[src/common/rv32i_types_pkg.sv]
package rv32i_types_pkg;

    // RV32I major opcodes
    typedef enum logic [6:0] {
        op_lui   = 7'b0110111,
        op_auipc = 7'b0010111,
        op_jal   = 7'b1101111,
        op_jalr  = 7'b1100111,
        op_br    = 7'b1100011,
        op_load  = 7'b0000011,
        op_store = 7'b0100011,
        op_imm   = 7'b0010011,
        op_reg   = 7'b0110011
    } opcode_e;

    // coarse class, same grouping as the ROB uses
    typedef enum logic [1:0] {
        alu  = 2'b00,
        br   = 2'b01,
        mem  = 2'b10,
        none = 2'b11
    } op_class_e;

    typedef struct packed {
        logic [6:0] funct7;
        logic [4:0] rs2;
        logic [4:0] rs1;
        logic [2:0] funct3;
        logic [4:0] rd;
        logic [6:0] opcode;
    } r_fmt_t;

    // shared layout of I and S formats
    typedef struct packed {
        logic [6:0] imm_hi;
        logic [4:0] rs2_or_imm_lo;
        logic [4:0] rs1;
        logic [2:0] funct3;
        logic [4:0] imm_lo_or_rd;
        logic [6:0] opcode;
    } is_fmt_t;

    // one instruction word, two field views
    typedef union packed {
        r_fmt_t  r;
        is_fmt_t i;
    } instr_u;

    typedef struct packed {
        logic [31:0] pc;
        logic [31:0] order;
        op_class_e   op_class;
        logic [4:0]  rd;
        logic [4:0]  rs1;
        logic [4:0]  rs2;
        logic [2:0]  funct3;
        // sign extended, format dependent
        logic [31:0] imm;
        logic        uses_rd;
        logic        illegal;
    } decoded_instr_t;

endpackage

[src/common/fetch_pkg.sv]
package fetch_pkg;

    // memory line geometry
    localparam int LINE_BITS      = 256;
    localparam int BEAT_BITS      = 64;
    localparam int BEATS_PER_LINE = 4;
    localparam int OFFSET_BITS    = 5;
    localparam int TAG_BITS       = 32 - OFFSET_BITS;

    typedef logic [LINE_BITS-1:0] line_t;
    typedef logic [BEAT_BITS-1:0] beat_t;

    // line address, pc bits 31 to 5
    typedef logic [TAG_BITS-1:0] tag_t;

    // position of a beat within its line
    typedef logic [$clog2(BEATS_PER_LINE)-1:0] beat_idx_t;

    // one fetched word on its way to decode
    typedef struct packed {
        logic [31:0] order;
        logic [31:0] pc;
        logic [31:0] instr;
    } queue_entry_t;

endpackage

[src/fetch/fetch_fsm.sv]
`timescale 1ns/1ns

module fetch_fsm #(
    parameter logic [31:0] RESET_PC = 32'haaaaa000
) (
    input  logic                    clk,
    input  logic                    rst,
    input  logic                    redirect_i,
    input  logic [31:0]             redirect_pc_i,
    input  logic                    hit_i,
    input  logic [31:0]             word_i,
    input  logic                    last_beat_i,
    input  logic                    bmem_ready_i,
    output logic [31:0]             bmem_addr_o,
    output logic                    bmem_read_o,
    output fetch_pkg::tag_t         fill_tag_o,
    output logic [31:0]             pc_o,
    output logic                    enq_valid_o,
    output fetch_pkg::queue_entry_t enq_entry_o,
    input  logic                    full_i
);
    import fetch_pkg::*;

    typedef enum logic [1:0] {LOOKUP, REQUEST, FILL} state_e;

    state_e      state_q;
    logic [31:0] pc_q;
    logic [31:0] order_q;
    logic        req_q;
    tag_t        fill_tag_q;
    // redirect that arrived while a burst was open
    logic        redir_pend_q;
    logic [31:0] redir_pc_q;

    assign enq_valid_o = (state_q == LOOKUP) && hit_i && !full_i && !redirect_i;
    assign enq_entry_o = '{order: order_q, pc: pc_q, instr: word_i};

    assign pc_o        = pc_q;
    assign fill_tag_o  = fill_tag_q;
    assign bmem_read_o = req_q;
    assign bmem_addr_o = {fill_tag_q, {OFFSET_BITS{1'b0}}};

    always_ff @(posedge clk) begin
        if (rst) begin
            state_q      <= LOOKUP;
            pc_q         <= RESET_PC;
            order_q      <= '0;
            req_q        <= 1'b0;
            redir_pend_q <= 1'b0;
        end else begin
            case (state_q)
                LOOKUP: begin
                    if (redirect_i) begin
                        pc_q <= redirect_pc_i;
                    end else if (!hit_i) begin
                        // on a miss latch the line address and ask memory
                        fill_tag_q <= pc_q[31:OFFSET_BITS];
                        req_q      <= 1'b1;
                        state_q    <= REQUEST;
                    end else if (enq_valid_o) begin
                        pc_q    <= pc_q + 32'd4;
                        order_q <= order_q + 32'd1;
                    end
                end
                REQUEST: begin
                    if (redirect_i) begin
                        redir_pend_q <= 1'b1;
                        redir_pc_q   <= redirect_pc_i;
                    end
                    if (bmem_ready_i) begin
                        req_q   <= 1'b0;
                        state_q <= FILL;
                    end
                end
                FILL: begin
                    if (last_beat_i) begin
                        state_q      <= LOOKUP;
                        redir_pend_q <= 1'b0;
                        if (redirect_i) begin
                            pc_q <= redirect_pc_i;
                        end else if (redir_pend_q) begin
                            pc_q <= redir_pc_q;
                        end
                    end else if (redirect_i) begin
                        redir_pend_q <= 1'b1;
                        redir_pc_q   <= redirect_pc_i;
                    end
                end
                default: state_q <= LOOKUP;
            endcase
        end
    end

    a_read_in_request: assert property (@(posedge clk) disable iff (rst)
        bmem_read_o |-> state_q == REQUEST)
        else $error("bmem_read_o high outside REQUEST");

    // a hit can only come from the line fetched last
    a_no_enq_on_miss: assert property (@(posedge clk) disable iff (rst)
        enq_valid_o |-> pc_q[31:OFFSET_BITS] == fill_tag_q)
        else $error("enqueue during a miss");

endmodule

[src/fetch/burst_counter.sv]
`timescale 1ns/1ns

module burst_counter (
    input  logic                 clk,
    input  logic                 rst,
    input  logic                 rvalid_i,
    output fetch_pkg::beat_idx_t beat_idx_o,
    output logic                 last_beat_o
);
    import fetch_pkg::*;

    beat_idx_t count_q;

    // wraps back to zero after the fourth beat
    always_ff @(posedge clk) begin
        if (rst) begin
            count_q <= '0;
        end else if (rvalid_i) begin
            count_q <= count_q + 1'b1;
        end
    end

    assign beat_idx_o  = count_q;
    assign last_beat_o = rvalid_i && (count_q == beat_idx_t'(BEATS_PER_LINE - 1));

endmodule

[src/fetch/line_buffer.sv]
`timescale 1ns/1ns

module line_buffer (
    input  logic                 clk,
    input  logic                 rst,
    input  logic [31:0]          pc_i,
    input  fetch_pkg::tag_t      fill_tag_i,
    input  fetch_pkg::beat_t     beat_i,
    input  logic                 beat_valid_i,
    input  fetch_pkg::beat_idx_t beat_idx_i,
    input  logic                 last_beat_i,
    output logic                 hit_o,
    output logic [31:0]          word_o
);
    import fetch_pkg::*;

    line_t line_q;
    tag_t  tag_q;
    logic  valid_q;

    always_ff @(posedge clk) begin
        if (beat_valid_i) begin
            line_q[{beat_idx_i, 6'd0} +: BEAT_BITS] <= beat_i;
        end
        if (last_beat_i) begin
            tag_q <= fill_tag_i;
        end
    end

    // invalid from the first beat until the whole line is in
    always_ff @(posedge clk) begin
        if (rst) begin
            valid_q <= 1'b0;
        end else if (last_beat_i) begin
            valid_q <= 1'b1;
        end else if (beat_valid_i && beat_idx_i == '0) begin
            valid_q <= 1'b0;
        end
    end

    assign hit_o  = valid_q && (pc_i[31:OFFSET_BITS] == tag_q);
    assign word_o = line_q[{pc_i[4:2], 5'd0} +: 32];

    // later beats only arrive inside a fill that beat 0 opened
    a_beat_order: assert property (@(posedge clk) disable iff (rst)
        (beat_valid_i && beat_idx_i != '0) |-> !valid_q)
        else $error("beat out of order outside a fill");

endmodule

[src/hdl/instr_queue.sv]
`timescale 1ns/1ns

module instr_queue #(
    parameter int QUEUE_DEPTH = 8
) (
    input  logic                    clk,
    input  logic                    rst,
    input  logic                    flush_i,
    input  logic                    enq_i,
    input  fetch_pkg::queue_entry_t entry_i,
    output logic                    full_o,
    output logic                    valid_o,
    output fetch_pkg::queue_entry_t entry_o,
    input  logic                    deq_i
);
    import fetch_pkg::*;

    localparam int PTR_BITS = $clog2(QUEUE_DEPTH);

    queue_entry_t          entries_q [QUEUE_DEPTH];
    logic [PTR_BITS-1:0]   wr_ptr_q;
    logic [PTR_BITS-1:0]   rd_ptr_q;
    logic [PTR_BITS:0]     count_q;

    // a full queue still takes an entry while the head leaves
    assign full_o  = (count_q == (PTR_BITS+1)'(QUEUE_DEPTH)) && !deq_i;
    assign valid_o = (count_q != '0);
    assign entry_o = entries_q[rd_ptr_q];

    always_ff @(posedge clk) begin
        if (enq_i && !flush_i) begin
            entries_q[wr_ptr_q] <= entry_i;
        end
    end

    always_ff @(posedge clk) begin
        if (rst || flush_i) begin
            wr_ptr_q <= '0;
            rd_ptr_q <= '0;
            count_q  <= '0;
        end else begin
            if (enq_i) begin
                wr_ptr_q <= wr_ptr_q + 1'b1;
            end
            if (deq_i) begin
                rd_ptr_q <= rd_ptr_q + 1'b1;
            end
            case ({enq_i, deq_i})
                2'b10:   count_q <= count_q + 1'b1;
                2'b01:   count_q <= count_q - 1'b1;
                default: count_q <= count_q;
            endcase
        end
    end

    a_no_enq_full: assert property (@(posedge clk) disable iff (rst)
        enq_i |-> !full_o)
        else $error("enqueue while full");

    a_no_deq_empty: assert property (@(posedge clk) disable iff (rst)
        deq_i |-> valid_o)
        else $error("dequeue while empty");

endmodule

[src/hdl/decode_unit.sv]
`timescale 1ns/1ns

module decode_unit (
    input  logic                            clk,
    input  logic                            rst,
    input  logic                            flush_i,
    input  logic                            in_valid_i,
    input  fetch_pkg::queue_entry_t         entry_i,
    output logic                            in_ready_o,
    output logic                            out_valid_o,
    output rv32i_types_pkg::decoded_instr_t out_o,
    input  logic                            out_ready_i
);
    import rv32i_types_pkg::*;

    instr_u         instr_union;
    decoded_instr_t dec_d;
    decoded_instr_t out_q;
    logic           valid_q;

    assign instr_union = entry_i.instr;

    always_comb begin
        dec_d.pc       = entry_i.pc;
        dec_d.order    = entry_i.order;
        dec_d.rd       = instr_union.r.rd;
        dec_d.rs1      = instr_union.r.rs1;
        dec_d.rs2      = instr_union.r.rs2;
        dec_d.funct3   = instr_union.r.funct3;
        dec_d.op_class = none;
        dec_d.imm      = '0;
        dec_d.uses_rd  = 1'b1;
        dec_d.illegal  = 1'b0;
        case (instr_union.r.opcode)
            op_lui, op_auipc: begin
                dec_d.op_class = alu;
                dec_d.imm = {instr_union.r.funct7, instr_union.r.rs2, instr_union.r.rs1,
                             instr_union.r.funct3, 12'h000};
            end
            op_jal: begin
                dec_d.op_class = br;
                // J immediate is scattered over the r view fields
                dec_d.imm = {{11{instr_union.r.funct7[6]}}, instr_union.r.funct7[6],
                             instr_union.r.rs1, instr_union.r.funct3, instr_union.r.rs2[0],
                             instr_union.r.funct7[5:0], instr_union.r.rs2[4:1], 1'b0};
            end
            op_jalr, op_load, op_imm: begin
                dec_d.op_class = (instr_union.r.opcode == op_jalr) ? br :
                                 (instr_union.r.opcode == op_load) ? mem : alu;
                dec_d.imm = {{20{instr_union.i.imm_hi[6]}}, instr_union.i.imm_hi,
                             instr_union.i.rs2_or_imm_lo};
            end
            op_br: begin
                dec_d.op_class = br;
                dec_d.uses_rd  = 1'b0;
                dec_d.imm = {{19{instr_union.i.imm_hi[6]}}, instr_union.i.imm_hi[6],
                             instr_union.i.imm_lo_or_rd[0], instr_union.i.imm_hi[5:0],
                             instr_union.i.imm_lo_or_rd[4:1], 1'b0};
            end
            op_store: begin
                dec_d.op_class = mem;
                dec_d.uses_rd  = 1'b0;
                dec_d.imm = {{20{instr_union.i.imm_hi[6]}}, instr_union.i.imm_hi,
                             instr_union.i.imm_lo_or_rd};
            end
            op_reg: begin
                dec_d.op_class = alu;
            end
            default: begin
                dec_d.illegal = 1'b1;
                dec_d.uses_rd = 1'b0;
            end
        endcase
    end

    // load enable, stage empty or draining this cycle
    assign in_ready_o = in_valid_i && (!valid_q || out_ready_i);

    always_ff @(posedge clk) begin
        if (in_ready_o && !flush_i) begin
            out_q <= dec_d;
        end
    end

    always_ff @(posedge clk) begin
        if (rst || flush_i) begin
            valid_q <= 1'b0;
        end else if (in_ready_o) begin
            valid_q <= 1'b1;
        end else if (out_ready_i) begin
            valid_q <= 1'b0;
        end
    end

    assign out_valid_o = valid_q;
    assign out_o       = out_q;

endmodule

[src/hdl/fetch_frontend.sv]
`timescale 1ns/1ns

module fetch_frontend #(
    parameter logic [31:0] RESET_PC    = 32'haaaaa000,
    parameter int          QUEUE_DEPTH = 8
) (
    input  logic                            clk,
    input  logic                            rst,

    output logic [31:0]                     bmem_addr_o,
    output logic                            bmem_read_o,
    input  logic                            bmem_ready_i,
    input  fetch_pkg::beat_t                bmem_rdata_i,
    input  logic                            bmem_rvalid_i,

    input  logic                            redirect_i,
    input  logic [31:0]                     redirect_pc_i,

    output logic                            dec_valid_o,
    output rv32i_types_pkg::decoded_instr_t dec_o,
    input  logic                            dec_ready_i
);
    import fetch_pkg::*;

    logic         hit;
    logic [31:0]  word;
    logic [31:0]  pc;
    tag_t         fill_tag;
    beat_idx_t    beat_idx;
    logic         last_beat;

    logic         enq_valid;
    queue_entry_t enq_entry;
    logic         full;
    logic         head_valid;
    queue_entry_t head_entry;
    logic         deq;

    fetch_fsm #(
        .RESET_PC      (RESET_PC)
    ) u_fetch_fsm (
        .clk           (clk),
        .rst           (rst),
        .redirect_i    (redirect_i),
        .redirect_pc_i (redirect_pc_i),
        .hit_i         (hit),
        .word_i        (word),
        .last_beat_i   (last_beat),
        .bmem_ready_i  (bmem_ready_i),
        .bmem_addr_o   (bmem_addr_o),
        .bmem_read_o   (bmem_read_o),
        .fill_tag_o    (fill_tag),
        .pc_o          (pc),
        .enq_valid_o   (enq_valid),
        .enq_entry_o   (enq_entry),
        .full_i        (full)
    );

    burst_counter u_burst_counter (
        .clk           (clk),
        .rst           (rst),
        .rvalid_i      (bmem_rvalid_i),
        .beat_idx_o    (beat_idx),
        .last_beat_o   (last_beat)
    );

    line_buffer u_line_buffer (
        .clk           (clk),
        .rst           (rst),
        .pc_i          (pc),
        .fill_tag_i    (fill_tag),
        .beat_i        (bmem_rdata_i),
        .beat_valid_i  (bmem_rvalid_i),
        .beat_idx_i    (beat_idx),
        .last_beat_i   (last_beat),
        .hit_o         (hit),
        .word_o        (word)
    );

    // redirect empties the queue and the decode stage together
    instr_queue #(
        .QUEUE_DEPTH   (QUEUE_DEPTH)
    ) u_instr_queue (
        .clk           (clk),
        .rst           (rst),
        .flush_i       (redirect_i),
        .enq_i         (enq_valid),
        .entry_i       (enq_entry),
        .full_o        (full),
        .valid_o       (head_valid),
        .entry_o       (head_entry),
        .deq_i         (deq)
    );

    decode_unit u_decode_unit (
        .clk           (clk),
        .rst           (rst),
        .flush_i       (redirect_i),
        .in_valid_i    (head_valid),
        .entry_i       (head_entry),
        .in_ready_o    (deq),
        .out_valid_o   (dec_valid_o),
        .out_o         (dec_o),
        .out_ready_i   (dec_ready_i)
    );

endmodule

[config.mk]
export PLATFORM = sky130hd
export DESIGN_NAME = fetch_frontend
export DESIGN_NICKNAME = d
export VERILOG_FILES = /design/src/common/rv32i_types_pkg.sv /design/src/common/fetch_pkg.sv /design/src/fetch/fetch_fsm.sv /design/src/fetch/burst_counter.sv /design/src/fetch/line_buffer.sv /design/src/hdl/instr_queue.sv /design/src/hdl/decode_unit.sv /design/src/hdl/fetch_frontend.sv
export SDC_FILE = /design/constraint.sdc
export NUM_CORES = 1
export LEC_CHECK = 0
export ABC_AREA = 1
export BUFFER_PORTS_ARGS = -buffer_cell sky130_fd_sc_hd__buf_2
export CAP_MARGIN = 30
export CORE_UTILIZATION = 64
export CTS_BUF_LIST = sky130_fd_sc_hd__clkbuf_4 sky130_fd_sc_hd__clkbuf_8
export CTS_CLUSTER_DIAMETER = 30
export CTS_CLUSTER_SIZE = 12
export DETAILED_ROUTE_END_ITERATION = 10
export PLACE_DENSITY_LB_ADDON = 0.05
export SETUP_SLACK_MARGIN = 0.4
export SYNTH_ARGS = -nofsm -noshare
export SYNTH_HDL_FRONTEND = slang
export SYNTH_SLANG_ARGS = --single-unit
[constraint.sdc]
create_clock -name clk -period 13.2 [get_ports clk]
set_input_delay 1.98 -clock clk [delete_from_list [all_inputs] [get_ports clk]]
set_output_delay 1.98 -clock clk [all_outputs]
set_load 0.03 [all_outputs]
==> reports/metrics.yaml <==
run_status:
  status: "complete, no violations"
cells_and_area:
  drive_gt1_share_pct: 15.14
  finalNetCount: 5223
  layout_commonest_cell: "edfxtp_1"
  regArea_um2: 38590
  multiInputGateArea_um2: 13590
  stdcell_count: 6435
  layout_common_cells: "edfxtp_1 (1228), nor2_1 (1226), nand2_1 (620)"
  syn2layout_area_growth_pct: 14.09
  nFillCells: 5733
synthesis:
  muxShareOfSynthArea_pct: 0
  synth.distinct_cells: 48
  synth_area_leaders: "edfxtp_1 (68%), nor2_1 (8.5%), o21ai_0 (4.9%)"
  yosys_warnings: 0
  yosysSeqAreaShare_pct: 71.22
  syn_area_um2: 54160
  synth_top_area_share_pct: 68.08
  syn-instance-count: 4824
  synth_area_leader_cell: "edfxtp_1"
  avgSynthCellArea_um2: 11.23
  synth_fa_ha_area_share_pct: 0.4066
  ys_seq_elements: 1313
  synth_compound_area_share_pct: 8.905
  synth_simple_gate_area_share_pct: 15.16
  synth_xor_xnor_area_share_pct: 0.4689
  synth_top_family_by_area: "simple AND/OR/NAND/NOR gates"
global_route:
  grt-ovfl-total: 0
  antenna_found_initial: 8
  grt_max_degree: 153
  grt_usage_pct: 30.12
  grt_pass1_wl_um: 196800
  first_global_vias: 35250
critical_path:
  worstPathRequired_ps: 13670
  crit_chain: "buf_2, nor2_2, inv_1, nor2_2, nand2_4, inv_1, nand2_1, nor3_2, buf_4, buf_4"
  slowest_delay_ps: 710
  critPathKind: "in -> reg"
  crit_fanout: 43
  worst-endpoint-arrival_ps: 5290
  setup.worst_path.end_class: "register"
  worst_setup_path_start_kind: "input pin"
  worst_path_max_delay_cell: "buf_4"
pwr:
  seqPwrFrac_pct: 47.7
  p_sw_share_pct: 28.94
  p_leak_nw: 22.78
  powerDensity_nw_per_um2: 180.7
  ir_worst_vdd_v: 0.0001162
  p_int_mw: 7.936
  p_comb_share_pct: 14.0
  p_clk_share_pct: 38.2
  p_sw_mw: 3.232
drt:
  vias: 37100
  top_layer: "met5"
  routed_wl_um: 129200
  wl_met3_um: 11810
  wl_met1_um: 52750
  via_per_inst: 5.765
  routedWlPerCell_um: 20.07
  drtAntennaViolNets: 0
  drc: 0
  wl_met2_um: 61080
  drtPass1Iterations: 6
  initialDrtViolationCount: 3662
clock_network:
  clock_path_buffers: 3
  post_cts_buffers: 0
  postCtsResizedCells: 0
  clkTransAtPathRegs_ps: 70
  cts_tree: "built"
  postCtsHoldBufs: 0
  clock-sinks: 1313
  clock_latency_ps: 880
  cts_root_buf: "clkbuf_8"
  numCtsBuffers: 217
  cts_max_level: 4
die:
  initial_core_util_pct: 64.72
  coreArea_um2: 83690
  die_area_um2: 85800
  dieHeight_um: 292.9
  num_io_pins: 254
  die_x_um: 292.9
  fp-row-count: 106
timing:
  period_share_pct: 36.46
  hold_viol_final: 0
  finalCriticalPeriod_ps: 4813
  skew_ps: 51.50
  setup-violations-final: 0
  slew_violations: 0
  rsz0062_at_grt: "no"
  fmax_ghz: 0.2078
  worstMarginPinSlew_ps: 1044
  slew_headroom_pct: 30.08
  tns_ps: 0
placement:
  place_inst: 6014
  portBuffers: 248
  dpl.hpwl_um: 74360
  place_congestion: 0.9042
job:
  drv_cap: 0
hold_path:
  hold_path_class: "reg -> reg"
## sequential cells by signal, indices dropped and copies added, names as in the netlist, 4 cells and up, named ones only
name / flops
u_line_buffer.tag_q: 27
u_fetch_fsm.redir_pc_q: 32
u_instr_queue.entries_q: 768
u_fetch_fsm.fill_tag_o: 27
u_line_buffer.line_q: 256
u_fetch_fsm.pc_o: 32
u_decode_unit.out_o: 118
u_fetch_fsm.order_q: 32
u_instr_queue.count_q: 4
## cell type report
type / count / share of cell area [%]
repair buffers: 319 / 2.968
inverters: 253 / 1.569
multi-input cells: 3000 / 22.00
flip-flops and latches: 1313 / 62.45
well taps: 1134 / 2.296
diodes: 4 / 0.01620
clock inverters: 161 / 3.337
clock buffers: 251 / 5.368
## cells in the mapped netlist (all sizes together)
cell type / n
o311ai: 2
xor2: 17
clkinv: 6
clkbuf: 178
nand3: 88
a31oi: 112
edfxtp: 1228
o22ai: 125
nand2: 631
buf: 84
o31ai: 1
o211a: 1
nor2: 1238
dfxtp: 85
ha: 16
inv: 247
a211oi: 1
o21bai: 2
nor4: 3
xnor2: 12
a21oi: 62
nor3b: 1
a32o: 12
conb: 1
o21a: 2
or2: 2
o211ai: 8
o21ai: 544
and3: 2
fa: 1
nand4: 32
nor3: 68
nand3b: 3
and2: 4
o221ai: 5
## kinds of logic after synthesis
kind of cell | after synthesis
simple gates | 2072
other cells | 1
xor+xnor | 29
compound gates | 877
flops | 1313
buf+inv | 515
fa+ha+maj | 17
## power by group through the flow
stage / logic [mW] / registers (mW) / clock network (mW)
after CTS: 1.53 / 5.32 / 4.31
final: 1.57 / 5.33 / 4.27
after global placement: 1.45 / 5.41 / 0
after floorplan: 0.967 / 5.29 / 0
after global routing: 1.72 / 5.35 / 4.49
after detailed placement: 1.52 / 5.41 / 0
## metrics by stage
stage | cell area (um2) | power, mW | hold slack [ps] | worst slack (ps) | utilization (%)
5_1_grt | 61790 | 11.56 | 458.5 | 8220 | 73.83
3_3_place_gp | 56230 | 6.856 | 429.0 | 7650 | 67.19
6_report | 61800 | 11.17 | 448.3 | 8387 | 73.84
3_5_place_dp | 56330 | 6.928 | 434.9 | 7541 | 67.31
4_1_cts | 61710 | 11.16 | 452.2 | 8438 | 73.74
2_1_floorplan | 54180 | 6.257 | 433.4 | 2918 | -
## critical path, delay by kind of cell
family                 cells  cell delay, ps
and+or+nand+nor            5            1250
buffers and inverters      5            2010
## metal layers
metal	vias up	track usage, %
met3	242	6.271
li1	17440	-
met1	17820	41.87
met4	8	10.89
met5	-	0
met2	1591	47.52
## worst paths after layout
check | from | end | slack, ps | cells after the start
min | u_fetch_fsm.fill_tag_o[15] | u_line_buffer.tag_q[15] | 450 | 0
max | redirect_i | u_instr_queue.entries_q[3][13] | 8390 | 10
max reg2reg | u_burst_counter.beat_idx_o[0] | u_line_buffer.line_q[219] | 8710 | 7
min reg2reg | u_fetch_fsm.fill_tag_o[15] | u_line_buffer.tag_q[15] | 450 | 0
No activity file was read; power rests on OpenSTA's default activity.
